**src/hw/isa_pkg.sv**
```systemverilog
//********************************************************************
// isa package
// rv32i subset encodings: opcodes, funct fields, field positions,
// alu operations and the ecall halt convention
//********************************************************************
`default_nettype none

package isa_pkg;

    // major opcodes of the kept instruction classes
    typedef enum logic [6:0] {
        OP     = 7'b0110011, // register-register alu
        OP_IMM = 7'b0010011, // addi/andi/ori
        LOAD   = 7'b0000011,
        STORE  = 7'b0100011,
        BRANCH = 7'b1100011, // beq/bne
        JAL    = 7'b1101111,
        SYSTEM = 7'b1110011  // ecall only
    } opcode_e;

    // funct3 variants
    localparam logic [2:0] F3_ADD_SUB = 3'b000;
    localparam logic [2:0] F3_SLT     = 3'b010;
    localparam logic [2:0] F3_XOR     = 3'b100;
    localparam logic [2:0] F3_OR      = 3'b110;
    localparam logic [2:0] F3_AND     = 3'b111;
    localparam logic [2:0] F3_BNE     = 3'b001; // beq is 000
    localparam logic [6:0] F7_SUB     = 7'b0100000;

    // lsb positions of the instruction fields
    localparam int RD_LSB     = 7;
    localparam int FUNCT3_LSB = 12;
    localparam int RS1_LSB    = 15;
    localparam int RS2_LSB    = 20;
    localparam int FUNCT7_LSB = 25;

    typedef enum logic [2:0] {ALU_ADD, ALU_SUB, ALU_AND, ALU_OR, ALU_XOR, ALU_SLT} alu_op_e;

    // ecall halts when a7 (x17) holds 10
    localparam logic [4:0]  ECALL_ARG_REG = 5'd17;
    localparam int unsigned HALT_CODE     = 10;

endpackage

`default_nettype wire
```
**src/hw/pipe_pkg.sv**
```systemverilog
//********************************************************************
// pipeline package
// data width, register index, control bundle and the payloads that
// travel between the five stages
//********************************************************************
`default_nettype none

package pipe_pkg;
    import isa_pkg::*;

    localparam int XLEN = 32;

    typedef logic [XLEN-1:0] word_t;
    typedef logic [4:0]      reg_idx_t;

    typedef struct packed {
        logic    alu_src;   // b operand from imm
        logic    mem_read;
        logic    mem_write;
        logic    reg_write;
        logic    pc_to_reg; // link value pc+4
        logic    branch;
        logic    branch_ne; // bne, else beq
        logic    jal;
        logic    halt;      // halting ecall
        alu_op_e alu_op;
    } ctrl_t;

    typedef struct packed {
        logic  valid;
        word_t instr;
        word_t pc;
    } if_id_t;

    typedef struct packed {
        logic     valid;
        ctrl_t    ctrl;
        word_t    pc;
        word_t    rs1_val;
        word_t    rs2_val;
        word_t    imm;
        reg_idx_t rs1;
        reg_idx_t rs2;
        reg_idx_t rd;
    } id_ex_t;

    typedef struct packed {
        logic     valid;
        ctrl_t    ctrl;
        word_t    pc;
        word_t    alu_res;    // also the memory address
        word_t    store_data;
        reg_idx_t rd;
        logic     taken;      // branch taken or jal
        word_t    target;
    } ex_mem_t;

    typedef struct packed {
        logic     valid;
        reg_idx_t rd;
        logic     reg_write;
        word_t    wb_val;
        logic     halt;
    } mem_wb_t;

    // operand source for the execute muxes
    typedef enum logic [1:0] {FROM_REG, FROM_EX_MEM, FROM_MEM_WB} fwd_sel_e;

endpackage

`default_nettype wire

```
**src/hw/stage_reg.sv**
```systemverilog
//********************************************************************
// pipeline stage register
// holds on stall, drops the valid bit on squash or reset
//********************************************************************
`timescale 1ns/10ps
`default_nettype none

module stage_reg import pipe_pkg::*; #(
    parameter type payload_t = if_id_t
) (
    input  logic     clk,
    input  logic     reset,
    input  logic     stall,
    input  logic     squash,
    input  payload_t d,
    output payload_t q
);

    always_ff @(posedge clk) begin
        if (reset || squash) begin
            q.valid <= 1'b0;     // rest of payload kept for waveform debug
        end else if (!stall) begin
            q <= d;
        end
    end

    // top level must resolve redirect over stall before it gets here
    a_no_stall_squash: assert property (@(posedge clk) disable iff (reset) !(stall && squash));

endmodule

`default_nettype wire

```
**config.mk**
```make
export PLATFORM = sky130hd
export DESIGN_NAME = stage_reg
export DESIGN_NICKNAME = d
export VERILOG_FILES = /design/src/hw/isa_pkg.sv /design/src/hw/pipe_pkg.sv /design/src/hw/stage_reg.sv
export SDC_FILE = /design/constraint.sdc
export NUM_CORES = 1
export LEC_CHECK = 0
export BUFFER_PORTS_ARGS = -buffer_cell sky130_fd_sc_hd__buf_2
export CORE_MARGIN = 1
export CORE_UTILIZATION = 40
export DETAILED_ROUTE_END_ITERATION = 8
export GPL_TIMING_DRIVEN = 0
export PLACE_DENSITY = 0.78
export SLEW_MARGIN = 20
export SYNTH_ARGS = -nofsm -noshare
export SYNTH_HDL_FRONTEND = slang
export SYNTH_SLANG_ARGS = --single-unit
```
**constraint.sdc**
```tcl
create_clock -name clk -period 6.3 [get_ports clk]
set_input_delay 0.63 -clock clk [delete_from_list [all_inputs] [get_ports clk]]
set_output_delay 0.63 -clock clk [all_outputs]
set_load 0.005 [all_outputs]
```
==> results.tsv, run 1 <==
stage	metric	value	unit
timing	minimum clock period	2.00	ns
routing	per-cell routed wire length	13.0	um
cts	Reg clk slew, reported paths	0.06	ns
cts	Clock Tree Root	clkbuf_8	
final_layout	antenna fix cells	0	
floorplan	Die H	72.1	um
critical_path	Worst R2R Path Depth	2	
timing	Setup TNS	0	ns
critical_path	Worst Path Max Fanout	12	
logic_synthesis	sequential element share of the synthesized area	98.7	%
global_route	pin count of the biggest net entering global routing	13	
cts	H-tree levels	3	
status	outcome	finished, final reports clean	
logic_synthesis	Synth Area per Inst	28.9	um^2
cts	CTS tree	built	
timing	Worst Skew	0	ns
timing	Slew HR	45.3	%
final_layout	share of layout cells above drive strength 1	68.9	%
final_layout	largest register by flop count	q	
routing	vias per inst	4.18	
cts	post-CTS sizing	0	
final_layout	Reg area	0.00194	mm^2
logic_synthesis	top post-synthesis cells by area	edfxtp_1 (98%), dfxtp_1 (1.0%), mux2i_1 (0.51%), nor3_2 (0.51%), nor3_1 (0.25%)	
final_layout	Largest regs	q: 65 flops	
final_layout	max reg flops	65	
critical_path	Worst EP required	6.33	ns
logic_synthesis	post-synth top area cell	edfxtp_1	
logic_synthesis	count leader, synth	edfxtp_1	
timing	final-report hold violation count	0	
logic_synthesis	Yosys top cell area share	97.7	%
logic_synthesis	Post-synth top cells	edfxtp_1 (64), dfxtp_1 (1), mux2i_1 (1), nor3_1 (1), nor3_2 (1)	
final_layout	fin nets	287	
cts	Inserted Clock Buffers	9	
floorplan	Initial Util	41.6	%
routing	DR vias	1208	
cts	Post-CTS Setup Repair Bufs	0	
timing	Slew Viols, Final	0	
logic_synthesis	Post-Syn Nets	137	
power	Leak	1.24	nW
logic_synthesis	mapped cell area	0.00197	mm^2
critical_path	crit path launch	stall	
critical_path	most frequent cell on the critical path	buf_4	
critical_path	CP cell instances	buf_2, nor3_2, buf_6, buf_4, buf_4	
logic_synthesis	number of synthesized flops with an enable pin	64	
timing	Final Cycle Share	31.8	%
logic_synthesis	synth warn	0	
timing	RSZ-0062 raised after global routing	false	
routing	# DRC	0	
logic_synthesis	Top FF cell, synth	edfxtp_1	
timing	Hold WS	0.485	ns
final_layout	Synth-to-Final Area Change	48.5	%
cts	Hold Buf Count CTS	0	
critical_path	slowest stage delay, CP	0.68	ns
critical_path	Critical Path AT	2.03	ns
final_layout	multi-input logic area	30.0	um^2
timing	worst slew pin tran	0.817	ns
timing	final setup fails	0	
critical_path	Crit Path Class	primary input to flop	
final_layout	post-route insts no fill	289	
global_route	initial antenna violation count	0	
power	Pwr Density	282	mW/mm^2
global_route	gr usage total	14.3	%
global_route	first-pass GRT wire length	5.19	mm
global_route	total gr overflow	0	
cts	Clock Path Buffers	2	
routing	Post-DRT Antenna Nets	0	
logic_synthesis	Post-Synthesis Cells	68	
job	total of max-cap violations	0	
worst_hold_path	Hold Crit Depth	1	
routing	Initial DRT Pass Iterations	6	
worst_hold_path	HP Start	d[55]	
floorplan	CORE AREA	0.00472	mm^2
critical_path	Critical Path End Type	flop	
placement	GPL Wtd Cong	0.653	
placement	Port Buffers	133	
placement	placed cell area	0.00277	mm^2
floorplan	chip width	72.1	um
placement	Placed Instances	274	
timing	Fmax	499	MHz
cts	Clk Latency, worst-skew pair	0.31	ns
routing	DR iter-0 viols	44	
floorplan	row cnt	25	
logic_synthesis	library cells used by synthesis	5	
critical_path	CP Launch Type	primary input	
final_layout	Filler cells	355	
logic_synthesis	number of synthesized register bits	65	
global_route	vias in the first global route	1105	
worst_hold_path	Hold/Removal Path Class	primary input to flop	
logic_synthesis	Post-synth ARST share	0	%
final_layout	Finished Cell Area	0.00292	mm^2
critical_path	R2R Path Start	q[64]	
routing	final wirelength	3.75	mm
cts	CTS sink cnt	65	
floorplan	Ports	134	
power	VDD IR max	0.168	mV
floorplan	die footprint	0.00520	mm^2
critical_path	CP max-delay cell	nor3_2	
==> worst max-delay path: cells and delay by family <==
kind / cells / cell delay, ns
AND/OR/NAND/NOR: 1 / 0.68
buffers and inverters: 4 / 0.71
==> placed cells by master (no fill, tap or decap) <==
cell type and instances:
buf_2 133, edfxtp_1 64, clkbuf_8 9, buf_4 5, clkinv_2 3, clkinv_1 3
nor3_2 2, mux2i_1 1, buf_6 1, dfxtp_1 1
==> cells by family (layout without fill, tap and decap cells) <==
family	after synthesis	in the layout	share of synthesized area, %
multiplexers	1	1	0.509
flip-flops	65	65	98.7
buffers and inverters	0	154	0
AND/OR/NAND/NOR	2	2	0.763
==> layout make-up <==
class,count,area share [%]
Sequential cell,65,66.5
Timing Repair Buffer,139,24.5
Tap cell,67,2.87
Clock buffer,9,4.24
Clock inverter,6,0.900
Multi-Input combinational cell,3,1.03
==> where the power goes <==
group / total (mW) / switching, mW / internal (mW)
Combinational: 0.0514 / 0.0223 / 0.0290
Sequential: 0.502 / 0.00422 / 0.498
Clock: 0.269 / 0.135 / 0.134
Total: 0.822 / 0.161 / 0.661
==> per-stage QoR <==
stage	setup slack [ns]	power (mW)	util, %
floorplan	0.640	0.522	-
global placement	-0.771	0.561	57.5
detailed placement	3.92	0.564	58.6
CTS	4.28	0.833	61.8
global route	4.16	0.858	61.8
finish	4.30	0.822	61.8
==> per-layer routing <==
layer	up-vias	track usage [%]	share of wire (%)
met2	84	23.1	51
li1	576	-	-
met5	-	0	0
met1	542	16.1	37
met4	0	9.80	1.5
met3	6	4.86	9.5
==> worst paths after layout <==
path / end / slack, ns
worst max register to register: q[64] / 5.68
worst min register to register: q[64] / 0.54
worst min-delay path: q[55] / 0.48
worst max-delay path: q[51] / 4.30
(Power assumes the default switching activity.)
==> inputs of run 2 (changes only) <==
- ABC_AREA: unset -> 1
- clock period: 6.3 -> 1.9 ns (I/O delays scaled with it)
==> run 2 against run 1 <==
  * Die area is 0.25% higher
  * Area after synthesis is 0.25% higher
  * Global-route usage is 0.42 points higher
  * First-iteration DRC count is 39% lower
  * Routed wire length is 0.35% lower
  * Clock-buffer cell count is 4 higher
  * Power grew to 3.4 times the previous value
  * Sequential share of layout area is 0.31 points lower
  * Clock skew stayed put
  * Clock power grew to 3.4 times the previous value
  * Critical path type unchanged
  * Largest cell class unchanged
  * Largest power group unchanged
  * Highest routed layer unchanged
==> results.tsv, run 2 <==
stage	metric	value	unit	change
timing	worst slew pin tran	0.647	ns	-0.169 ns
floorplan	CORE AREA	0.00472	mm^2	unchanged
floorplan	Die H	72.2	um	+0.12%
floorplan	row cnt	25		unchanged
final_layout	Synth-to-Final Area Change	48.8	%	
critical_path	Crit Path Class	primary input to flop		
final_layout	max reg flops	65		unchanged
global_route	gr usage total	14.7	%	+0.42 points
critical_path	Worst EP required	1.92	ns	-4.41 ns
placement	GPL Wtd Cong	0.676		+3.6%
routing	per-cell routed wire length	12.8	um	-1.0%
floorplan	die footprint	0.00521	mm^2	+0.25%
routing	DR vias	1197		-0.91%
logic_synthesis	Post-synth ARST share	0	%	unchanged
routing	final wirelength	3.74	mm	-0.35%
routing	DR iter-0 viols	27		-39%
cts	CTS sink cnt	65		unchanged
critical_path	reg-to-reg endpoint	q[64]		
worst_hold_path	Hold Crit Endpoint	q[35]		
routing	vias per inst	4.11		-1.6%
critical_path	slowest stage delay, CP	0.57	ns	-0.11 ns
critical_path	Critical Path End Type	flop		
timing	Final Cycle Share	60.3	%	
global_route	initial antenna violation count	0		unchanged
cts	Inserted Clock Buffers	9		unchanged
routing	Initial DRT Pass Iterations	4		-2
logic_synthesis	number of synthesized register bits	65		unchanged
timing	minimum clock period	1.15	ns	
logic_synthesis	Top FF cell, synth	edfxtp_1		
timing	final-report hold violation count	0		unchanged
timing	final setup fails	0		unchanged
floorplan	Initial Util	41.7	%	+0.11 points
job	total of max-cap violations	0		unchanged
critical_path	CP cell instances	buf_2, nor3_4, buf_8		
final_layout	commonest non-fill, non-tap cell in the layout	buf_2		
routing	# DRC	0		unchanged
placement	Placed Instances	275		+0.36%
logic_synthesis	mapped cell area	0.00197	mm^2	+0.25%
final_layout	share of layout cells above drive strength 1	67.0	%	-2.0 points
critical_path	family with the most delay on the worst path	simple AND/OR/NAND/NOR gates		
critical_path	Worst Path Max Fanout	18		+6
placement	Post-DP HPWL	2.90	mm	
logic_synthesis	library cells used by synthesis	7		+2
power	VDD IR max	0.570	mV	+240%
final_layout	fin nets	288		+0.35%
final_layout	most frequent cells in the layout	buf_2 (133), edfxtp_1 (64), clkbuf_8 (9), clkbuf_1 (4), buf_8 (3)		
final_layout	largest register by flop count	q		
cts	Clock Path Buffers	2		unchanged
worst_hold_path	Hold Crit Depth	1		unchanged
cts	post-CTS sizing	0		unchanged
power	Leak	1.24	nW	-0.58%
floorplan	Ports	134		unchanged
final_layout	post-route insts no fill	291		+0.69%
logic_synthesis	post-synth top area cell	edfxtp_1		
power	Pwr Density	942	mW/mm^2	+230%
critical_path	CP Launch Type	primary input		
cts	Clock Tree Root	clkbuf_8		
cts	Reg clk slew, reported paths	0.07	ns	about the same
global_route	total gr overflow	0		unchanged
logic_synthesis	Post-synth top cells	edfxtp_1 (64), nand2_1 (2), nor2_1 (2)		
power	Power Total	2.76	mW	+240%
timing	Slew HR	56.7	%	+11 points
critical_path	Worst R2R Path Depth	4		+2
global_route	first-pass GRT wire length	5.33	mm	+2.7%
logic_synthesis	Yosys top cell area share	97.5	%	-0.25 points
critical_path	R2R Path Start	q[64]		
timing	Slew Viols, Final	0		unchanged
logic_synthesis	number of synthesized flops with an enable pin	64		unchanged
logic_synthesis	top post-synthesis cells by area	edfxtp_1 (97%), dfxtp_1 (1.0%), nand2_1 (0.38%), nor2_1 (0.38%), nor2_2 (0.32%)		
logic_synthesis	sequential element share of the synthesized area	98.5	%	-0.25 points
cts	Hold Buf Count CTS	0		unchanged
floorplan	chip width	72.2	um	+0.12%
critical_path	Critical Path AT	1.16	ns	-0.87 ns
timing	Worst Skew	0	ns	unchanged
logic_synthesis	Post-Synthesis Cells	72		+5.9%
timing	RSZ-0062 raised after global routing	false		
cts	Clk Latency, worst-skew pair	0.31	ns	about the same
placement	Port Buffers	133		unchanged
cts	CTS tree	built		
global_route	pin count of the biggest net entering global routing	20		+7
logic_synthesis	synth warn	0		unchanged
cts	H-tree levels	3		unchanged
worst_hold_path	HP Start	d[35]		
logic_synthesis	count leader, synth	edfxtp_1		
cts	Post-CTS Setup Repair Bufs	0		unchanged
critical_path	internal reg-to-reg setup slack	1.31	ns	-4.37 ns
final_layout	antenna fix cells	0		unchanged
logic_synthesis	Post-Syn Nets	141		+2.9%
timing	Fmax	872	MHz	
final_layout	Largest regs	q: 65 flops		
logic_synthesis	Synth Area per Inst	27.4	um^2	-5.3%
critical_path	crit path buf inv count	2		-2
global_route	vias in the first global route	1218		+10%
critical_path	CP max-delay cell	nor3_4		
worst_hold_path	Hold/Removal Path Class	primary input to flop		
status	outcome	finished, final reports clean		
routing	Post-DRT Antenna Nets	0		unchanged
-- run 2: layout make-up --
type / instances / area (um^2)
clock buffer: 13 / 139
inverter: 1 / 3.75
sequential: 65 / 1940
multi-input combinational: 6 / 37.5
tap: 67 / 83.8
clock inverter: 3 / 17.5
fill: 351 / 1790
timing repair buffer: 136 / 711
-- run 2: cells by family (layout without fill, tap and decap cells) --
| family | Yosys count | after routing | synth area share [%] |
|---|---|---|---|
| and+or+nand+nor | 6 | 6 | 1.33 |
| DFF | 65 | 65 | 98.5 |
| buffers and inverters | 1 | 153 | 0.190 |
-- run 2: per-stage QoR --
stage,setup slack (ns),utilization [%],TNS [ns],cell area [um^2],hold slack (ns)
floorplan,-0.285,-,-18.24,1980,0.289
global placement,-0.868,57.9,-55.42,2730,0.366
detailed placement,0.402,58.8,0,2780,0.368
CTS,0.747,62.1,0,2930,0.0247
global route,0.700,62.1,0,2930,0.0216
finish,0.754,62.1,0,2930,0.0448
-- run 2: worst max path at each step --
stage	from	end	slack, ns	depth (start not counted)
after floorplan	stall	q[0]	-0.28	1
after global placement	stall	q[39]	-0.87	2
after detailed placement	stall	q[39]	0.40	3
after CTS	stall	q[30]	0.75	3
after global routing	stall	q[30]	0.70	3
final	stall	q[4]	0.75	3
-- run 2: power by group --
group | leakage, nW | internal, mW | switching (mW)
registers | 0.596 | 1.65 | 0.0142
logic | 0.563 | 0.0966 | 0.0752
clock network | 0.0774 | 0.471 | 0.457
-- run 2: layer usage --
metal | up-vias | part of all wire (%) | track usage [%]
met3 | 4 | 11 | 7.22
li1 | 577 | - | -
met2 | 77 | 52 | 24.7
met5 | - | 0 | 0
met1 | 539 | 35 | 14.2
met4 | 0 | 1.3 | 9.80
