File: src/hw/isa_pkg.sv
//********************************************************************
// isa package
// rv32i subset encodings: opcodes, funct fields, field positions,
// alu operations and the ecall halt convention
//********************************************************************
`default_nettype none

package isa_pkg;

    // major opcodes of the kept instruction classes
    typedef enum logic [6:0] {
        OP     = 7'b0110011, // register-register alu
        OP_IMM = 7'b0010011, // addi/andi/ori
        LOAD   = 7'b0000011,
        STORE  = 7'b0100011,
        BRANCH = 7'b1100011, // beq/bne
        JAL    = 7'b1101111,
        SYSTEM = 7'b1110011  // ecall only
    } opcode_e;

    // funct3 variants
    localparam logic [2:0] F3_ADD_SUB = 3'b000;
    localparam logic [2:0] F3_SLT     = 3'b010;
    localparam logic [2:0] F3_XOR     = 3'b100;
    localparam logic [2:0] F3_OR      = 3'b110;
    localparam logic [2:0] F3_AND     = 3'b111;
    localparam logic [2:0] F3_BNE     = 3'b001; // beq is 000
    localparam logic [6:0] F7_SUB     = 7'b0100000;

    // lsb positions of the instruction fields
    localparam int RD_LSB     = 7;
    localparam int FUNCT3_LSB = 12;
    localparam int RS1_LSB    = 15;
    localparam int RS2_LSB    = 20;
    localparam int FUNCT7_LSB = 25;

    typedef enum logic [2:0] {ALU_ADD, ALU_SUB, ALU_AND, ALU_OR, ALU_XOR, ALU_SLT} alu_op_e;

    // ecall halts when a7 (x17) holds 10
    localparam logic [4:0]  ECALL_ARG_REG = 5'd17;
    localparam int unsigned HALT_CODE     = 10;

endpackage

`default_nettype wire
File: src/hw/pipe_pkg.sv
//********************************************************************
// pipeline package
// data width, register index, control bundle and the payloads that
// travel between the five stages
//********************************************************************
`default_nettype none

package pipe_pkg;
    import isa_pkg::*;

    localparam int XLEN = 32;

    typedef logic [XLEN-1:0] word_t;
    typedef logic [4:0]      reg_idx_t;

    typedef struct packed {
        logic    alu_src;   // b operand from imm
        logic    mem_read;
        logic    mem_write;
        logic    reg_write;
        logic    pc_to_reg; // link value pc+4
        logic    branch;
        logic    branch_ne; // bne, else beq
        logic    jal;
        logic    halt;      // halting ecall
        alu_op_e alu_op;
    } ctrl_t;

    typedef struct packed {
        logic  valid;
        word_t instr;
        word_t pc;
    } if_id_t;

    typedef struct packed {
        logic     valid;
        ctrl_t    ctrl;
        word_t    pc;
        word_t    rs1_val;
        word_t    rs2_val;
        word_t    imm;
        reg_idx_t rs1;
        reg_idx_t rs2;
        reg_idx_t rd;
    } id_ex_t;

    typedef struct packed {
        logic     valid;
        ctrl_t    ctrl;
        word_t    pc;
        word_t    alu_res;    // also the memory address
        word_t    store_data;
        reg_idx_t rd;
        logic     taken;      // branch taken or jal
        word_t    target;
    } ex_mem_t;

    typedef struct packed {
        logic     valid;
        reg_idx_t rd;
        logic     reg_write;
        word_t    wb_val;
        logic     halt;
    } mem_wb_t;

    // operand source for the execute muxes
    typedef enum logic [1:0] {FROM_REG, FROM_EX_MEM, FROM_MEM_WB} fwd_sel_e;

endpackage

`default_nettype wire

File: src/hw/fwd_if.sv
//********************************************************************
// forwarding interface
// execute publishes its source indices, hazard unit returns selects
//********************************************************************
`timescale 1ns/10ps
`default_nettype none

interface fwd_if import pipe_pkg::*; ();

    reg_idx_t ex_rs1; // sources of the instruction in execute
    reg_idx_t ex_rs2;
    fwd_sel_e fwd_a;  // select for operand a
    fwd_sel_e fwd_b;

    modport execute (output ex_rs1, ex_rs2, input fwd_a, fwd_b);
    modport hazard (input ex_rs1, ex_rs2, output fwd_a, fwd_b);

endinterface

`default_nettype wire

File: src/hw/execute_stage.sv
//********************************************************************
// execute stage
// operand forwarding, alu, branch compare and target adder
//********************************************************************
`timescale 1ns/10ps
`default_nettype none

module execute_stage import isa_pkg::*, pipe_pkg::*; (
    input  id_ex_t  in,
    input  ex_mem_t ex_mem_fwd,
    input  mem_wb_t mem_wb_fwd,
    fwd_if.execute  fwd,
    output ex_mem_t out
);
    word_t ex_mem_val;  // value ex/mem will write back
    word_t op_a, op_b_reg, op_b;
    word_t alu_res;
    logic  equal, taken;

    function automatic word_t fwd_mux(input fwd_sel_e sel, input word_t reg_val);
        case (sel)
            FROM_EX_MEM: return ex_mem_val;
            FROM_MEM_WB: return mem_wb_fwd.wb_val;
            default:     return reg_val;
        endcase
    endfunction

    assign fwd.ex_rs1 = in.rs1;
    assign fwd.ex_rs2 = in.rs2;

    // jal in ex/mem links pc+4, not its alu result
    assign ex_mem_val = ex_mem_fwd.ctrl.pc_to_reg ? ex_mem_fwd.pc + 32'd4 : ex_mem_fwd.alu_res;

    always_comb begin
        op_a     = fwd_mux(fwd.fwd_a, in.rs1_val);
        op_b_reg = fwd_mux(fwd.fwd_b, in.rs2_val);  // also the store data
    end

    assign op_b = in.ctrl.alu_src ? in.imm : op_b_reg;

    always_comb begin
        case (in.ctrl.alu_op)
            ALU_SUB: alu_res = op_a - op_b;
            ALU_AND: alu_res = op_a & op_b;
            ALU_OR:  alu_res = op_a | op_b;
            ALU_XOR: alu_res = op_a ^ op_b;
            ALU_SLT: alu_res = {31'b0, $signed(op_a) < $signed(op_b)};
            default: alu_res = op_a + op_b;  // add, address calc
        endcase
    end

    assign equal = (op_a == op_b_reg);
    assign taken = in.ctrl.jal || (in.ctrl.branch && (in.ctrl.branch_ne ? !equal : equal));

    assign out = '{valid: in.valid, ctrl: in.ctrl, pc: in.pc, alu_res: alu_res,
                   store_data: op_b_reg, rd: in.rd, taken: taken, target: in.pc + in.imm};

endmodule

`default_nettype wire

File: src/flat_wrapper.sv
// flat-port wrapper written by rule: the top's interface ports become plain ports
module execute_stage_flat import isa_pkg::*, pipe_pkg::*;
  (in, ex_mem_fwd, mem_wb_fwd, out, fwd_ex_rs1, fwd_ex_rs2, fwd_fwd_a, fwd_fwd_b);
  fwd_if fwd_i ();
  input  id_ex_t in;
  input  ex_mem_t ex_mem_fwd;
  input  mem_wb_t mem_wb_fwd;
  output ex_mem_t out;
  output wire logic [$bits(fwd_i.ex_rs1)-1:0] fwd_ex_rs1;
  output wire logic [$bits(fwd_i.ex_rs2)-1:0] fwd_ex_rs2;
  input wire logic [$bits(fwd_i.fwd_a)-1:0] fwd_fwd_a;
  input wire logic [$bits(fwd_i.fwd_b)-1:0] fwd_fwd_b;
  assign fwd_ex_rs1 = fwd_i.ex_rs1;
  assign fwd_ex_rs2 = fwd_i.ex_rs2;
  assign fwd_i.fwd_a = fwd_fwd_a;
  assign fwd_i.fwd_b = fwd_fwd_b;
  execute_stage u_core (.in(in), .ex_mem_fwd(ex_mem_fwd), .mem_wb_fwd(mem_wb_fwd), .fwd(fwd_i), .out(out));
endmodule
File: config.mk
export PLATFORM = sky130hd
export DESIGN_NAME = execute_stage_flat
export DESIGN_NICKNAME = d
export VERILOG_FILES = /design/src/hw/isa_pkg.sv /design/src/hw/pipe_pkg.sv /design/src/hw/fwd_if.sv /design/src/hw/execute_stage.sv /design/src/flat_wrapper.sv
export SDC_FILE = /design/constraint.sdc
export NUM_CORES = 1
export LEC_CHECK = 0
export BUFFER_PORTS_ARGS = -buffer_cell sky130_fd_sc_hd__buf_4
export CAP_MARGIN = 20
export CELL_PAD_IN_SITES_DETAIL_PLACEMENT = 1
export CELL_PAD_IN_SITES_GLOBAL_PLACEMENT = 1
export CORE_AREA = 2 2 197 199
export DETAILED_ROUTE_END_ITERATION = 10
export DIE_AREA = 0 0 199 201
export PLACE_DENSITY = 0.73
export RECOVER_POWER = 50
export SYNTH_ARGS = -nofsm -noshare
export SYNTH_HDL_FRONTEND = slang
export SYNTH_SLANG_ARGS = --single-unit
File: constraint.sdc
create_clock -name vclk -period 12.7
set_input_delay 1.27 -clock vclk [all_inputs]
set_output_delay 1.27 -clock vclk [all_outputs]
set_load 0.005 [all_outputs]
==> results of run 1 <==
==> metal layers <==
layer | track usage (%) | vias up | routed length (um)
li1 | - | 6320 | -
met4 | 5.65 | 0 | 1310
met1 | 34.2 | 6651 | 23900
met5 | 0 | - | 0
met2 | 46.2 | 540 | 26400
met3 | 4.60 | 60 | 4310
==> report_power, final <==
part / internal [mW] / switching [mW]
logic: 0.389 / 0.551
registers: 0 / 0
clock network: 0 / 0
==> Yosys cell counts, types with 12 or more instances <==
library cell / number / area, um2
nand4_1: 17 / 106
nor3_1: 36 / 180
inv_1: 147 / 552
or3_1: 14 / 87.6
a21o_1: 42 / 315
nor2_1: 101 / 379
nand2_1: 155 / 582
o31ai_1: 20 / 150
a21oi_1: 149 / 746
ha_1: 132 / 1650
and2_1: 12 / 75.1
o221ai_1: 23 / 201
a22oi_1: 38 / 285
o211ai_1: 20 / 150
mux2_2: 17 / 191
o21ai_0: 132 / 661
nor2b_1: 22 / 138
a211oi_1: 15 / 113
nand3_1: 33 / 165
buf_4: 61 / 458
and3_1: 12 / 75.1
xor2_1: 21 / 184
or4_1: 12 / 90.1
clkbuf_1: 81 / 304
a31oi_1: 26 / 163
o22ai_1: 28 / 175
nand2b_1: 16 / 100
o21a_1: 16 / 120
xnor2_1: 60 / 526
o21bai_1: 20 / 150
==> per-stage QoR <==
| stage | util [%] | setup slack (ns) | hold WS [ns] | instance area [um2] | std cells |
|---|---|---|---|---|---|
| 4_1_cts | 34.5 | 3.75 | 2.54 | 13100 | 2384 |
| 3_3_place_gp | 34.5 | 3.76 | 2.54 | 13100 | 2384 |
| 3_5_place_dp | 34.5 | 3.77 | 2.54 | 13100 | 2384 |
| 2_1_floorplan | - | 6.03 | 2.62 | 10300 | 1624 |
| 5_1_grt | 34.4 | 2.56 | 2.54 | 13100 | 2384 |
| 6_report | 34.4 | 2.96 | 2.54 | 13100 | 2384 |
==> area by class of cell <==
cell class / instances / area (um2)
fillers: 4971 / 25000
multi-input cells: 1321 / 8970
repair buffers: 395 / 2920
inverters: 150 / 563
well taps: 518 / 648
==> worst max-delay path, cell delays in order <==
cell and delay, ns:
clkbuf_1 1.95, a31oi_1 0.64, a21oi_1 0.80, o21ai_0 0.39
ha_1 0.67, nand3_1 0.23, nor2_1 0.07, a221oi_1 0.36
a41oi_1 0.27, a22o_1 0.33, a311oi_1 0.75, o21bai_1 0.22
nor3_1 0.18, a21oi_1 0.07, o211ai_1 0.10, buf_4 0.17
==> cell families (layout without fill, tap and decap cells) <==
| kind of cell | count (synthesis) | count (layout) | share of synthesized area, % |
|---|---|---|---|
| buffers and inverters | 303 | 545 | 13.4 |
| XOR/XNOR | 81 | 81 | 6.86 |
| AND/OR/NAND/NOR | 453 | 453 | 20.9 |
| adder cells (fa/ha/maj) | 135 | 135 | 16.6 |
| AO/OA/AOI/OAI | 624 | 624 | 39.3 |
| multiplexers | 28 | 28 | 2.97 |
==> how the worst max path moves through the flow <==
stage / from / endpoint / slack (ns) / depth (start not counted)
3_3_place_gp: fwd_fwd_b[1] / out[70] / 3.76 / 20
6_report: ex_mem_fwd[141] / out[98] / 2.96 / 16
4_1_cts: fwd_fwd_b[1] / out[98] / 3.75 / 20
3_5_place_dp: fwd_fwd_b[1] / out[98] / 3.77 / 20
5_1_grt: ex_mem_fwd[141] / out[70] / 2.56 / 16
2_1_floorplan: fwd_fwd_b[0] / out[98] / 6.03 / 21
==> layout by cell type (no fill, tap or decap), drive strengths merged, types with 4 or more instances in the layout <==
| cell | instances |
|---|---|
| a311oi | 4 |
| clkbuf | 55 |
| o31a | 7 |
| a211oi | 15 |
| or4 | 13 |
| o21bai | 20 |
| o21ai | 142 |
| a31o | 10 |
| and2 | 12 |
| nand2 | 155 |
| nor4 | 9 |
| inv | 149 |
| nor2 | 101 |
| mux2i | 10 |
| buf | 340 |
| o31ai | 20 |
| nor2b | 22 |
| o21a | 16 |
| nand2b | 16 |
| a31oi | 26 |
| and3 | 12 |
| a21boi | 6 |
| mux2 | 18 |
| nor3 | 37 |
| o22ai | 28 |
| o221ai | 23 |
| a221oi | 7 |
| o221a | 6 |
| xnor2 | 60 |
| a221o | 9 |
| a22oi | 38 |
| nand3 | 34 |
| a21oi | 149 |
| xor2 | 21 |
| o211ai | 20 |
| ha | 132 |
| or3 | 14 |
| a21o | 42 |
| nand4 | 17 |
| or2 | 4 |
==> impl_results.md, run 1 <==
- TritonRoute pass-1 iters: 5
- Hold-critical path endpoint: fwd_ex_rs1[3]
- Netlist area before placement: 0.0103 mm2
- Critical Path Start Type: input pin
- Fraction of layout cells with a size suffix above 1: 22.9%
- RSZ-0062 raised after global routing: no
- CTS Hold Buffers Added: 0
- Routed Antenna Nets: 0
- Ys Warns: 0
- Initial Util: 27.1%
- Nets: around 2400
- Leakage power: between 6 and 7 nW
- Failing checks: max-capacitance violations, max-slew violations
- Min cycle time layout: just under 10 ns
- Worst slew pin tran: ~3.5 ns
- Die width: 199 um
- Peak supply drop: 0.0000238 V
- Status: complete, but fails checks
- Final setup fails: 0
- Hold Path Depth: 0
- Die H: 201 um
- Synth Net Count: 2106
- Layout area overhead: 26.7%
- Clock buffer cells: 0
- Seq. cell area: 0 um2
- DP HPWL: 46.8 mm
- Post-CTS Setup Repair Bufs: 0
- Unique masters post-synth: 77
- Max-slew violations: 241
- Max Cap Viol: 5
- Final Total Pwr: about 0.94 mW
- Largest net degree at the start of global routing: slightly below 70
- Input/output buffers: about 370
- GPL Wtd Cong: 0.942
- DR vias: 13600
- DRC: 0
- F_max: 0.103 GHz
- Setup TNS: 0 ns
- Grt ovf: 0
- Die ar.: 0.0400 mm2
- Site row count: just over 70
- Number of failing hold endpoints at the final stage: 0
- Critical path peak fanout: 59
- Antenna diodes: 0
- Total core area: ~0.038 mm2
- Crit path kind: in2out
- Via count of the first global-routing pass: 13600
- Worst hold path type: in2out
- Mapped Cells: 1624
- Avg Inst Size Synth: between 6 and 7 um2
- DR iter-0 viols: between 800 and 900
- Worst slew margin: -132%
- Pwr dens: slightly above 70 mW/mm2
- WL per Instance: 23.5 um
- Worst Setup End Kind: output port
- Register area share after synthesis: 0%
- GRT Overall Usage: 26.6%
- Final Cycle Share: 76.7%
- Post-cts sizing count: 0
- Crit path DAT: 8.47 ns
- Initial antenna violation count: 2
- Boundary Pins: 504
- Worst Path Required: approximately 11 ns
- Total wire length: 55.9 mm
- Seq cells: 0
- Global-route wire length before repair: between 80 and 90 mm
- Hold Startpoint: in[13]
- Post-DR vias/cell: 5.69
No activity file was read; power rests on OpenSTA's default activity.
==> run 2: changes to the inputs <==
--- a/config.mk
+++ b/config.mk
@@ -9,10 +9,10 @@
 export CAP_MARGIN = 20
 export CELL_PAD_IN_SITES_DETAIL_PLACEMENT = 1
 export CELL_PAD_IN_SITES_GLOBAL_PLACEMENT = 1
-export CORE_AREA = 2 2 197 199
+export CORE_AREA = 2 2 198 200
 export DETAILED_ROUTE_END_ITERATION = 10
-export DIE_AREA = 0 0 199 201
-export PLACE_DENSITY = 0.73
+export DIE_AREA = 0 0 200 202
+export PLACE_DENSITY = 0.75
 export RECOVER_POWER = 50
 export SYNTH_ARGS = -nofsm -noshare
 export SYNTH_HDL_FRONTEND = slang
==> constraint.sdc (replaced) <==
create_clock -name vclk -period 8.05
set_input_delay 0.805 -clock vclk [all_inputs]
set_output_delay 0.805 -clock vclk [all_outputs]
set_load 0.005 [all_outputs]
==> impl_results.md, run 2 (synthesized netlist as in run 1, its figures left out) <==
- Global-route wire length before repair: around 84 mm
- Post-placement cell count: 2391
- RSZ-0062 raised after global routing: no
- Via count of the first global-routing pass: 13800
- Finished layout cell area: 0.0131 mm2
- CTS Hold Buffers Added: 0
- Register share of total power: 0%
- Critical path peak fanout: 22
- Die ar.: 0.0404 mm2
- Commonest non-fill, non-tap cell in the layout: buf_4
- Critical Path Start Type: input pin
- Seq cells: 0
- Nets: 2358
- Worst hold path type: in2out
- Setup TNS: 0 ns
- DP HPWL: 48.0 mm
- GRT Overall Usage: 27.1%
- Comb pwr share: 100.0%
- Final setup fails: 0
- Routed Antenna Nets: 0
- Worst slew pin tran: 1.65 ns
- Final worst setup slack: between 0.5 and 0.6 ns
- Fraction of layout cells with a size suffix above 1: 22.7%
- Total core area: 0.0383 mm2
- Die width: 200 um
- Post-cts sizing count: 0
- Clk network pwr share: 0%
- Final Cycle Share: 93.5%
- GPL Wtd Cong: 0.934
- WL per Instance: ~24 um
- Crit path kind: in2out
- Status: complete, but fails checks
- Int Power: 0.616 mW
- Switching power: 0.880 mW
- Failing checks: max-capacitance violations, max-slew violations
- Met1 Track Usage GR: 35.0%
- Min cycle time layout: 7.53 ns
- Most frequent cells in the layout: buf_4, nand2_1, a21oi_1
- Max-slew violations: 59
- Post-CTS Setup Repair Bufs: 0
- Die H: 202 um
- Crit path DAT: roughly 6.7 ns
- Final Total Pwr: 1.50 mW
- Site row count: 72
- Grt ovf: 0
- Total wire length: between 50 and 60 mm
- DR iter-0 viols: 786
- Pwr dens: approximately 110 mW/mm2
- Finished Layout Cells: 2393
- Initial Util: between 20% and 30%
- Worst Setup End Kind: output port
- Number of failing hold endpoints at the final stage: 0
- Dpl cell area: roughly 0.013 mm2
- F_max: 0.133 GHz
- Gr busiest metal: met2
- Worst Path Required: slightly above 7 ns
- Switching Share: about 59%
- TritonRoute pass-1 iters: 5
- Pre-CTS setup slack: approximately 0.74 ns
- Boundary Pins: 504
- Peak supply drop: 0.0000371 V
- DRC: 0
- Leakage power: 6.12 nW
- Input/output buffers: ~370
- Post-DR vias/cell: 5.74
- Global-route met2 utilization: 44.8%
- Global Route met3 Usage: 5.36%
- Layout area overhead: 27.0%
- Largest net degree at the start of global routing: 69
- Initial antenna violation count: 6
- Worst slew margin: -9.77%
- Max Cap Viol: 2
- DR vias: 13700
- Seq. cell area: 0 um2
- Clock buffer cells: 0
-- run 2: worst paths after layout --
path,from,to,slack (ns),depth (start not counted)
worst max-delay path,fwd_fwd_b[0],out[98],0.52,21
worst min-delay path,in[11],fwd_ex_rs1[1],1.61,0
-- run 2: power by group through the flow --
| stage | sequential, mW | clock (mW) | combinational (mW) |
|---|---|---|---|
| 3_3_place_gp | 0 | 0 | 1.45 |
| 4_1_cts | 0 | 0 | 1.49 |
| 3_5_place_dp | 0 | 0 | 1.48 |
| 2_1_floorplan | 0 | 0 | 0.870 |
| 6_report | 0 | 0.0000000138 | 1.50 |
| 5_1_grt | 0 | 0 | 1.63 |
-- run 2: layer usage --
| layer | vias to the layer above | wire length, um | share of wire (%) |
|---|---|---|---|
| met5 | - | 40 | 0.070 |
| met4 | 6 | 2270 | 4.0 |
| met3 | 108 | 4570 | 8.0 |
| met2 | 591 | 25500 | 45 |
| met1 | 6688 | 24800 | 43 |
| li1 | 6339 | - | - |
-- run 2: area by class of cell --
cell class | instances | area, um2
Antenna cell | 1 | 2.50
Fill cell | 4988 | 25200
Inverter | 150 | 563
Multi-Input combinational cell | 1321 | 8960
Tap cell | 518 | 648
Timing Repair Buffer | 403 | 2950
-- run 2: per-stage QoR --
| stage | utilization (%) | hold WS (ns) |
|---|---|---|
| floorplan | - | 1.69 |
| global placement | 34.5 | 1.61 |
| detailed placement | 34.5 | 1.61 |
| CTS | 34.5 | 1.61 |
| global route | 34.3 | 1.61 |
| finish | 34.3 | 1.61 |
-- run 2: worst max-delay path: stages --
cell and delay (ns):
buf_4 0.09, inv_1 0.04, ha_1 0.55, inv_1 0.37, nand2_1 0.75, o221ai_1 0.48
nor2b_1 0.27, a21o_1 0.24, ha_1 0.43, clkinv_1 0.27, o31ai_1 0.44, a221oi_1 0.19
a41oi_1 0.39, a22o_1 0.27, a311oi_1 0.11, buf_4 0.18, o21bai_1 0.22, nor3_1 0.08
a21oi_1 0.14, o211ai_1 0.19, buf_4 0.19
