[src/hw/isa_pkg.sv]
//********************************************************************
// isa package
// rv32i subset encodings: opcodes, funct fields, field positions,
// alu operations and the ecall halt convention
//********************************************************************
`default_nettype none

package isa_pkg;

    // major opcodes of the kept instruction classes
    typedef enum logic [6:0] {
        OP     = 7'b0110011, // register-register alu
        OP_IMM = 7'b0010011, // addi/andi/ori
        LOAD   = 7'b0000011,
        STORE  = 7'b0100011,
        BRANCH = 7'b1100011, // beq/bne
        JAL    = 7'b1101111,
        SYSTEM = 7'b1110011  // ecall only
    } opcode_e;

    // funct3 variants
    localparam logic [2:0] F3_ADD_SUB = 3'b000;
    localparam logic [2:0] F3_SLT     = 3'b010;
    localparam logic [2:0] F3_XOR     = 3'b100;
    localparam logic [2:0] F3_OR      = 3'b110;
    localparam logic [2:0] F3_AND     = 3'b111;
    localparam logic [2:0] F3_BNE     = 3'b001; // beq is 000
    localparam logic [6:0] F7_SUB     = 7'b0100000;

    // lsb positions of the instruction fields
    localparam int RD_LSB     = 7;
    localparam int FUNCT3_LSB = 12;
    localparam int RS1_LSB    = 15;
    localparam int RS2_LSB    = 20;
    localparam int FUNCT7_LSB = 25;

    typedef enum logic [2:0] {ALU_ADD, ALU_SUB, ALU_AND, ALU_OR, ALU_XOR, ALU_SLT} alu_op_e;

    // ecall halts when a7 (x17) holds 10
    localparam logic [4:0]  ECALL_ARG_REG = 5'd17;
    localparam int unsigned HALT_CODE     = 10;

endpackage

`default_nettype wire
[src/hw/pipe_pkg.sv]
//********************************************************************
// pipeline package
// data width, register index, control bundle and the payloads that
// travel between the five stages
//********************************************************************
`default_nettype none

package pipe_pkg;
    import isa_pkg::*;

    localparam int XLEN = 32;

    typedef logic [XLEN-1:0] word_t;
    typedef logic [4:0]      reg_idx_t;

    typedef struct packed {
        logic    alu_src;   // b operand from imm
        logic    mem_read;
        logic    mem_write;
        logic    reg_write;
        logic    pc_to_reg; // link value pc+4
        logic    branch;
        logic    branch_ne; // bne, else beq
        logic    jal;
        logic    halt;      // halting ecall
        alu_op_e alu_op;
    } ctrl_t;

    typedef struct packed {
        logic  valid;
        word_t instr;
        word_t pc;
    } if_id_t;

    typedef struct packed {
        logic     valid;
        ctrl_t    ctrl;
        word_t    pc;
        word_t    rs1_val;
        word_t    rs2_val;
        word_t    imm;
        reg_idx_t rs1;
        reg_idx_t rs2;
        reg_idx_t rd;
    } id_ex_t;

    typedef struct packed {
        logic     valid;
        ctrl_t    ctrl;
        word_t    pc;
        word_t    alu_res;    // also the memory address
        word_t    store_data;
        reg_idx_t rd;
        logic     taken;      // branch taken or jal
        word_t    target;
    } ex_mem_t;

    typedef struct packed {
        logic     valid;
        reg_idx_t rd;
        logic     reg_write;
        word_t    wb_val;
        logic     halt;
    } mem_wb_t;

    // operand source for the execute muxes
    typedef enum logic [1:0] {FROM_REG, FROM_EX_MEM, FROM_MEM_WB} fwd_sel_e;

endpackage

`default_nettype wire

[src/hw/fwd_if.sv]
//********************************************************************
// forwarding interface
// execute publishes its source indices, hazard unit returns selects
//********************************************************************
`timescale 1ns/10ps
`default_nettype none

interface fwd_if import pipe_pkg::*; ();

    reg_idx_t ex_rs1; // sources of the instruction in execute
    reg_idx_t ex_rs2;
    fwd_sel_e fwd_a;  // select for operand a
    fwd_sel_e fwd_b;

    modport execute (output ex_rs1, ex_rs2, input fwd_a, fwd_b);
    modport hazard (input ex_rs1, ex_rs2, output fwd_a, fwd_b);

endinterface

`default_nettype wire

[src/hw/hazard_unit.sv]
//********************************************************************
// hazard unit
// load-use and ecall stalls, forwarding selects for execute
//********************************************************************
`timescale 1ns/10ps
`default_nettype none

module hazard_unit import isa_pkg::*, pipe_pkg::*; (
    input  if_id_t  id_in,
    input  id_ex_t  id_ex,
    input  ex_mem_t ex_mem,
    input  mem_wb_t mem_wb,
    fwd_if.hazard   fwd,
    output logic    stall,
    output logic    halt_block
);
    logic     id_ecall;
    reg_idx_t id_rs1, id_rs2;
    logic     load_use;
    logic     ex_mem_wr, mem_wb_wr; // stage writes a nonzero rd

    assign ex_mem_wr = ex_mem.valid && ex_mem.ctrl.reg_write && ex_mem.rd != '0;
    assign mem_wb_wr = mem_wb.valid && mem_wb.reg_write && mem_wb.rd != '0;

    // younger result wins
    function automatic fwd_sel_e pick(input reg_idx_t src);
        if (ex_mem_wr && ex_mem.rd == src) return FROM_EX_MEM;
        if (mem_wb_wr && mem_wb.rd == src) return FROM_MEM_WB;
        return FROM_REG;
    endfunction

    always_comb begin
        fwd.fwd_a = pick(fwd.ex_rs1);
        fwd.fwd_b = pick(fwd.ex_rs2);
    end

    // decode sources, same rs1 override as decode
    assign id_ecall = id_in.valid && opcode_e'(id_in.instr[6:0]) == SYSTEM;
    assign id_rs1   = id_ecall ? ECALL_ARG_REG : id_in.instr[RS1_LSB +: 5];
    assign id_rs2   = id_in.instr[RS2_LSB +: 5];

    // load data only exists after mem, one bubble needed
    assign load_use = id_in.valid && id_ex.valid && id_ex.ctrl.mem_read && id_ex.rd != '0
                      && (id_ex.rd == id_rs1 || id_ex.rd == id_rs2);

    // ecall reads a7 in decode, no path from ex/mem there
    assign halt_block = id_ecall
                        && ((id_ex.valid && id_ex.ctrl.reg_write && id_ex.rd == ECALL_ARG_REG)
                            || (ex_mem_wr && ex_mem.rd == ECALL_ARG_REG));

    assign stall = load_use || halt_block;

endmodule

`default_nettype wire

[src/flat_wrapper.sv]
// flat-port wrapper written by rule: the top's interface ports become plain ports
module hazard_unit_flat import isa_pkg::*, pipe_pkg::*;
  (id_in, id_ex, ex_mem, mem_wb, stall, halt_block, fwd_ex_rs1, fwd_ex_rs2, fwd_fwd_a, fwd_fwd_b);
  fwd_if fwd_i ();
  input  if_id_t id_in;
  input  id_ex_t id_ex;
  input  ex_mem_t ex_mem;
  input  mem_wb_t mem_wb;
  output logic stall;
  output logic halt_block;
  input wire logic [$bits(fwd_i.ex_rs1)-1:0] fwd_ex_rs1;
  input wire logic [$bits(fwd_i.ex_rs2)-1:0] fwd_ex_rs2;
  output wire logic [$bits(fwd_i.fwd_a)-1:0] fwd_fwd_a;
  output wire logic [$bits(fwd_i.fwd_b)-1:0] fwd_fwd_b;
  assign fwd_i.ex_rs1 = fwd_ex_rs1;
  assign fwd_i.ex_rs2 = fwd_ex_rs2;
  assign fwd_fwd_a = fwd_i.fwd_a;
  assign fwd_fwd_b = fwd_i.fwd_b;
  hazard_unit u_core (.id_in(id_in), .id_ex(id_ex), .ex_mem(ex_mem), .mem_wb(mem_wb), .fwd(fwd_i), .stall(stall), .halt_block(halt_block));
endmodule
[config.mk]
export PLATFORM = sky130hd
export DESIGN_NAME = hazard_unit_flat
export DESIGN_NICKNAME = d
export VERILOG_FILES = /design/src/hw/isa_pkg.sv /design/src/hw/pipe_pkg.sv /design/src/hw/fwd_if.sv /design/src/hw/hazard_unit.sv /design/src/flat_wrapper.sv
export SDC_FILE = /design/constraint.sdc
export NUM_CORES = 1
export LEC_CHECK = 0
export ABC_AREA = 1
export BUFFER_PORTS_ARGS = -buffer_cell sky130_fd_sc_hd__buf_2
export CAP_MARGIN = 20
export CORE_AREA = 5 5 160 162
export DETAILED_ROUTE_END_ITERATION = 6
export DIE_AREA = 0 0 165 167
export GPL_ROUTABILITY_DRIVEN = 0
export PLACE_DENSITY = 0.36
export SYNTH_ARGS = -nofsm -noshare
export SYNTH_HDL_FRONTEND = slang
export SYNTH_SLANG_ARGS = --single-unit
[constraint.sdc]
create_clock -name vclk -period 2.35
set_clock_uncertainty 0.1 [all_clocks]
set_input_delay 0.1175 -clock vclk [all_inputs]
set_output_delay 0.1175 -clock vclk [all_outputs]
set_load 0.01 [all_outputs]
==> results of run 1 <==
## layout make-up
cell class,instances,area [sq um],share of cell area (%)
Multi-Input combinational cell,84,542,42.5
Timing Repair Buffer,56,280,22.0
Inverter,13,48.8,3.82
Tap cell,324,405,31.8
## stage by stage
| stage | util (%) | total power [mW] | instance area (sq um) | hold slack, ns |
|---|---|---|---|---|
| after CTS | 5.33 | 0.146 | 1280 | 0.524 |
| after detailed placement | 5.33 | 0.145 | 1280 | 0.522 |
| final | 5.33 | 0.143 | 1280 | 0.521 |
| after global placement | 5.33 | 0.145 | 1280 | 0.518 |
| after floorplan | - | 0.0663 | 591 | 0.263 |
| after global routing | 5.33 | 0.160 | 1280 | 0.555 |
## cell usage after synthesis
library cell / instances / area (sq um)
nand2_2: 1 / 6.26
nand3_2: 1 / 10.0
xnor2_1: 13 / 114
nand3_1: 8 / 40.0
nor2_2: 2 / 12.5
nor2_1: 10 / 37.5
xor2_1: 13 / 114
a21oi_2: 1 / 8.76
inv_2: 2 / 7.51
nor3_1: 4 / 20.0
nand3_4: 1 / 17.5
nand4_1: 6 / 37.5
nand4_2: 1 / 12.5
nor4_2: 2 / 25.0
inv_1: 11 / 41.3
nand2_4: 1 / 11.3
nand2_1: 20 / 75.1
## worst max-delay path by stage
stage                     slack (ns)      start  endpoint  cells past startpoint
final                           0.87  id_in[64]     stall                     12
after floorplan                 1.26  id_in[34]     stall                     10
after CTS                       0.83  id_in[64]     stall                     12
after global placement          0.84  id_in[64]     stall                     12
after global routing            0.74  id_in[64]     stall                     12
after detailed placement        0.82  id_in[64]     stall                     12
## power groups by stage
stage / sequential (mW) / clock, mW / combinational [mW]
floorplan: 0 / 0 / 0.0663
global placement: 0 / 0 / 0.145
detailed placement: 0 / 0 / 0.145
CTS: 0 / 0 / 0.146
global route: 0 / 0 / 0.160
finish: 0 / 0 / 0.143
## worst max-delay path, delay by kind of cell
family / cells / cell delay (ns)
buffers and inverters: 2 / 0.30
AND/OR/NAND/NOR: 10 / 0.83
## cell families after synthesis
family | count (synthesis) | share of synthesized area (%)
compound gates | 1 | 1.48
xor+xnor | 26 | 38.6
buf+inv | 13 | 8.26
simple gates | 57 | 51.7
## layer usage
metal / vias up / routed length (microns) / share of wire, % / GRT usage, %
li1: 424 / - / - / -
met1: 321 / 2040 / 44 / 4.23
met2: 43 / 1940 / 42 / 4.99
met3: 6 / 585 / 13 / 1.71
met4: 6 / 8 / 0.17 / 0
met5: - / 30 / 0.65 / 0
==> results.py, run 1 <==
metrics = {
    "yosys": {
        "synth.distinct_cells": 17,
        "netlist_area_sq_um": 591,
        "postSynthNetCount": 515,
        "syn_avg_cell_area_sq_um": 6.09,
        "yosysSeqAreaShare_pct": 0,
        "synthCells": 97,
        "yosysWarnings": 0,
    },
    "placement": {
        "place_ws_ns": 0.825,
        "port_buffers": 56,
        "post-place-cells": 477,
        "dpl.hpwl_mm": 4.41,
    },
    "worst_setup_path": {
        "cpPeakStageDelay_ns": 0.15,
        "worst_setup_path_end_kind": "primary output",
        "worst-setup-path-type": "in -> out",
        "cp.arrival_ns": 1.26,
        "cpMostUsedCell": "nand2_1",
        "start_kind": "input pin",
        "crit_slowest_cell": "buf_2",
        "critPathMaxFanout": 10,
        "path_cells": "buf_2 > nand2_1 > nor2_2 > nand2_4 > nand3_1 > nand2_1 > nor2_1 > nand3_1 > nand2_1 > nand2_1 > nand2_1 > buf_2",
        "required_ns": 2.13,
    },
    "power_and_ir_drop": {
        "powerDensity_nw_per_um2": 112,
        "p_int_mw": 0.0681,
        "p_leak_nw": 0.522,
        "switchingPower_mw": 0.0753,
        "vdd_drop_max_uv": 39.9,
        "power_frac_clock_pct": 0,
        "pwr-share-seq_pct": 0,
        "switching_share_pct": 52.5,
        "p_comb_share_pct": 100.0,
    },
    "final_layout": {
        "stdcell_count": 477,
        "areaGrowthSynthToFinish_pct": 116,
        "clockBufferCount": 0,
        "fillerInstances": 2922,
        "drive_gt1_share_pct": 44.4,
        "insertedDiodeCount": 0,
        "final_common_cell": "buf_2",
        "final_cell_mix": "buf_2, nand2_1, xor2_1, xnor2_1, inv_1",
        "ff_latch_area_sq_um": 0,
        "seq_cells": 0,
        "fin_nets": 573,
    },
    "sta": {
        "relSlewSlack_pct": 78.0,
        "rsz0062_at_grt": "false",
        "setup_viol_count_final": 0,
        "period_minus_slack_ns": 1.48,
        "finalHoldViolations": 0,
        "min_period_over_period_pct": 62.8,
        "timing.fmax_ghz": 0.678,
        "final-max-slew-violation-count": 0,
        "tightestPinTransition_ns": 0.327,
        "setup_slack_ns": 0.874,
        "setup_tns_ns": 0,
    },
    "floorplanning": {
        "num_io_pins": 424,
        "core_area_sq_um": 24000,
        "rows": 57,
        "die-area_sq_um": 27600,
        "die_x_microns": 165,
        "die_h_microns": 167,
        "initial_core_util_pct": 2.46,
    },
    "grt": {
        "track_usage_pct": 3.22,
        "overflow": 0,
        "grt_pass1_wl_mm": 6.24,
        "grt_pass1_vias": 838,
        "antenna_found_initial": 4,
        "grt_max_degree": 11,
    },
    "clocking": {
        "ctsResizeCount": 0,
        "cts_setup_buffers": 0,
        "ctsHoldBuffers": 0,
    },
    "min_path": {
        "hold_class": "in -> out",
        "min_from": "id_ex[151]",
        "hold_end": "halt_block",
        "holdPathStages": 4,
    },
    "drt": {
        "drcViolationCount": 0,
        "routedWlPerCell_microns": 9.64,
        "firstDrtPassIters": 4,
        "routed-via-count": 800,
        "drtIter0Drc": 32,
        "vias_per_cell": 1.68,
        "routed_wl_mm": 4.60,
        "ant_nets": 0,
    },
    "outcome": {
        "outcome": "completed",
    },
    "flow_run": {
        "maxCapViolations": 0,
    },
}
Note: power is estimated with default switching activity, not from simulation.
==> run 2, diff against run 1 <==
CORE_AREA = 5 5 163 165   (was 5 5 160 162)
DIE_AREA = 0 0 168 170   (was 0 0 165 167)
clock period = 1.5 ns   (was 2.35 ns; I/O delays follow)
==> run 2 against run 1 <==
Net effect: global-route usage fell by 0.40 points; first-iteration DRC count is 16% lower; highest routed layer unchanged; largest power group unchanged; setup slack lost 0.81 ns.
==> results.py, run 2 (same netlist as run 1, synthesis figures left out) <==
metrics = {
    "drt": {
        "routed-via-count": 871,
        "ant_nets": 0,
        "routedWlPerCell_microns": 9.11,
        "routed_wl_mm": 4.47,
        "drtIter0Drc": 27,
        "drcViolationCount": 0,
        "vias_per_cell": 1.77,
        "firstDrtPassIters": 4,
    },
    "min_path": {
        "hold_class": "in -> out",
    },
    "final_layout": {
        "areaGrowthSynthToFinish_pct": 142,
        "final_common_cell": "buf_2",
        "ff_latch_area_sq_um": 0,
        "seq_cells": 0,
        "multi_input_comb_area_sq_um": 609,
        "clockBufferCount": 0,
        "final_cell_mix": "buf_2, nand2_1, xor2_1, xnor2_1",
        "fin_nets": 579,
        "drive_gt1_share_pct": 54.7,
        "stdcell_count": 491,
        "fillerInstances": 2949,
    },
    "placement": {
        "port_buffers": 56,
        "dpl.hpwl_mm": 4.02,
        "place_ws_ns": 0.0923,
        "post-place-cells": 485,
    },
    "sta": {
        "final-max-slew-violation-count": 0,
        "setup_slack_ns": 0.0648,
        "min_period_over_period_pct": 95.7,
        "rsz0062_at_grt": "true",
        "relSlewSlack_pct": 80.1,
        "setup_viol_count_final": 0,
        "tightestPinTransition_ns": 0.297,
        "period_minus_slack_ns": 1.44,
        "hold_slack_ns": 0.449,
        "finalHoldViolations": 0,
        "timing.fmax_ghz": 0.697,
    },
    "clocking": {
        "ctsHoldBuffers": 0,
    },
    "floorplanning": {
        "num_io_pins": 424,
        "core_area_sq_um": 24900,
        "die_x_microns": 168,
        "rows": 58,
        "die_h_microns": 170,
        "die-area_sq_um": 28600,
        "initial_core_util_pct": 2.37,
    },
    "grt": {
        "grt_pass1_vias": 901,
        "grt_max_degree": 11,
        "grt_pass1_wl_mm": 5.89,
        "antenna_found_initial": 6,
        "track_usage_pct": 2.82,
        "overflow": 0,
    },
    "worst_setup_path": {
        "worst_setup_path_end_kind": "primary output",
        "critPathMaxFanout": 5,
        "required_ns": 1.32,
        "cp.arrival_ns": 1.26,
        "start_kind": "input pin",
        "worst-setup-path-type": "in -> out",
    },
    "power_and_ir_drop": {
        "vdd_drop_max_uv": 67.7,
        "p_leak_nw": 0.565,
        "powerDensity_nw_per_um2": 172,
        "p_total_mw": 0.247,
    },
    "outcome": {
        "outcome": "completed",
    },
    "flow_run": {
        "maxCapViolations": 0,
    },
}
## run 2: cell types whose count changed in the layout (fill, tap and decap cells not counted), moves of 3 or more
cell and change:
buf_4 +3, nand2_1 -6, nand2_2 +6, nand3_1 -4, nand3_2 +4
## run 2: final cells by class
class	instances	area share [%]
Multi-Input combinational cell	85	42.6
Timing Repair Buffer	61	24.8
Tap cell	330	28.8
Antenna cell	2	0.350
Inverter	13	3.41
## run 2: metrics by stage
stage	utilization (%)	area, sq um	TNS [ns]
2_1_floorplan	-	591	0
3_3_place_gp	5.22	1300	0
3_5_place_dp	5.22	1300	0
4_1_cts	5.22	1300	0
5_1_grt	5.74	1430	-0.0457
6_report	5.75	1430	0
## run 2: worst paths after layout
check | slack [ns] | from | cells past startpoint | end
worst max-delay path | 0.06 | id_in[35] | 13 | stall
worst min-delay path | 0.45 | id_ex[151] | 4 | halt_block
## run 2: report_power, final
part           internal [mW]  leakage, nW  switching (mW)
logic                  0.123        0.565           0.124
clock network    0.000000179    0.0000127               0
registers                  0            0               0
## run 2: repair_timing
action	in CTS	in global routing
resized for setup	0	19
buffers inserted	0	3
endpoints found under the setup margin	0	1
## run 2: critical path, cell delays in order
cell and delay [ns]:
buf_6 0.09, inv_2 0.04, nand2_2 0.06, nor2_4 0.17
buf_12 0.14, nand2_8 0.05, nand2_2 0.06, xor2_1 0.15
nand3_1 0.09, nand2_1 0.08, nand2_2 0.07, nand2_1 0.06
buf_2 0.12
## run 2: per-layer routing
layer	GRT usage, %	wire length, microns	up-vias
li1	-	-	440
met1	3.48	1980	371
met2	4.51	1870	48
met3	1.72	562	6
met4	0	8	6
met5	0	47	-
==> run 3, diff against run 2 <==
clock period = 1.2 ns   (was 1.5 ns; I/O delays follow)
==> run 3 against run 2 <==
Net effect: the flow now finishes with violations (setup timing); cell count grew 1.6%; die area stayed put; routed wire length shrank 3.6%; highest routed layer unchanged; largest power group unchanged; count of clock-buffer cells in the layout stayed put; design area grew 6.7%; critical endpoint unchanged; critical path type unchanged; critical path depth shrank 1; sequential cell count stayed put; non-clock buffer count is 11 higher.
==> results.py, run 3 (same netlist as run 1, synthesis figures left out) <==
metrics = {
    "outcome": {
        "outcome": "finished, violations left",
        "violations": "setup timing",
    },
    "floorplanning": {
        "core_area_sq_um": 24900,
        "initial_core_util_pct": 2.37,
        "num_io_pins": 424,
        "rows": 58,
        "die_x_microns": 168,
        "die_h_microns": 170,
        "die-area_sq_um": 28600,
    },
    "final_layout": {
        "final_common_cell": "buf_2",
        "seq_cells": 0,
        "insertedDiodeCount": 0,
        "final_cell_mix": "buf_2, nand2_1, xor2_1, buf_4, inv_1",
        "ff_latch_area_sq_um": 0,
        "fillerInstances": 2954,
        "stdcell_count": 499,
        "fin_nets": 589,
        "fin_util_pct": 6.14,
        "clockBufferCount": 0,
        "multi_input_comb_area_sq_um": 613,
        "drive_gt1_share_pct": 55.6,
        "areaGrowthSynthToFinish_pct": 159,
    },
    "grt": {
        "overflow": 0,
        "track_usage_pct": 2.83,
        "antenna_found_initial": 4,
        "grt_pass1_wl_mm": 5.97,
        "grt_pass1_vias": 944,
        "grt_max_degree": 11,
    },
    "worst_setup_path": {
        "path_cells": "buf_2 > inv_1 > nand2_1 > nor2_2 > nand2_4 > nand2_2 > xor2_1 > nand3_1 > nand2_1 > nand2_2 > nand2_1 > buf_2",
        "start_kind": "input pin",
        "worst-setup-path-type": "in -> out",
        "critPathMaxFanout": 10,
        "cpPeakStageDelay_ns": 0.15,
        "crit_slowest_cell": "xor2_1",
        "worst_setup_path_end_kind": "primary output",
        "path_buf_inv": 3,
        "cpMostUsedCell": "nand2_1",
        "cp.arrival_ns": 1.12,
        "required_ns": 1.04,
        "path_delay_family": "simple AND/OR/NAND/NOR gates",
    },
    "flow_run": {
        "maxCapViolations": 0,
    },
    "min_path": {
        "hold_class": "in -> out",
    },
    "drt": {
        "routedWlPerCell_microns": 8.64,
        "ant_nets": 0,
        "drcViolationCount": 0,
        "routed_wl_mm": 4.31,
        "drtIter0Drc": 16,
        "firstDrtPassIters": 3,
        "vias_per_cell": 1.77,
        "routed-via-count": 883,
    },
    "placement": {
        "post-place-cells": 499,
        "port_buffers": 56,
        "place_ws_ns": -0.134,
        "dpl.hpwl_mm": 4.12,
    },
    "sta": {
        "setup_tns_ns": -0.0792,
        "tightestPinTransition_ns": 0.294,
        "setup_viol_count_final": 1,
        "period_minus_slack_ns": 1.28,
        "relSlewSlack_pct": 80.2,
        "rsz0062_at_grt": "true",
        "timing.fmax_ghz": 0.782,
        "min_period_over_period_pct": 107,
        "setup_slack_ns": -0.0792,
        "finalHoldViolations": 0,
        "hold_slack_ns": 0.466,
        "final-max-slew-violation-count": 0,
    },
    "power_and_ir_drop": {
        "p_leak_nw": 0.647,
        "vdd_drop_max_uv": 79.4,
        "powerDensity_nw_per_um2": 228,
    },
    "clocking": {
        "cts_setup_buffers": 0,
    },
}
[run 3: final timing paths]
check,start,slack (ns),depth (start not counted),end
worst max-delay path,id_in[34],-0.08,12,stall
worst min-delay path,mem_wb[38],0.47,5,fwd_fwd_b[1]
[run 3: power breakdown]
part	internal [mW]	switching, mW	total [mW]	leakage (nW)
registers	0	0	0	0
clock network	0	0	0	0
logic	0.188	0.161	0.349	0.647
total	0.188	0.161	0.349	0.647
[run 3: what timing repair did]
item,CTS,global route
hold buffers,0,0
resized for setup,12,11
setup endpoints to repair,4,5
pin swaps,4,6
[run 3: final cells by class]
cell class / instances / share of cell area [%]
inverters: 13 / 3.19
repair buffers: 72 / 29.6
well taps: 330 / 27.0
multi-input cells: 84 / 40.1
[run 3: per-stage QoR]
stage | instance area, sq um | power (mW)
2_1_floorplan | 591 | 0.130
3_3_place_gp | 1400 | 0.312
3_5_place_dp | 1400 | 0.312
4_1_cts | 1460 | 0.327
5_1_grt | 1530 | 0.386
6_report | 1530 | 0.349
[run 3: layer usage]
| metal | GRT usage [%] | share of wire [%] | wire length, microns |
|---|---|---|---|
| met5 | 0 | 1.4 | 61 |
| met4 | 0 | 0.26 | 11 |
| met3 | 1.67 | 12 | 525 |
| met2 | 4.51 | 42 | 1810 |
| met1 | 3.53 | 44 | 1900 |
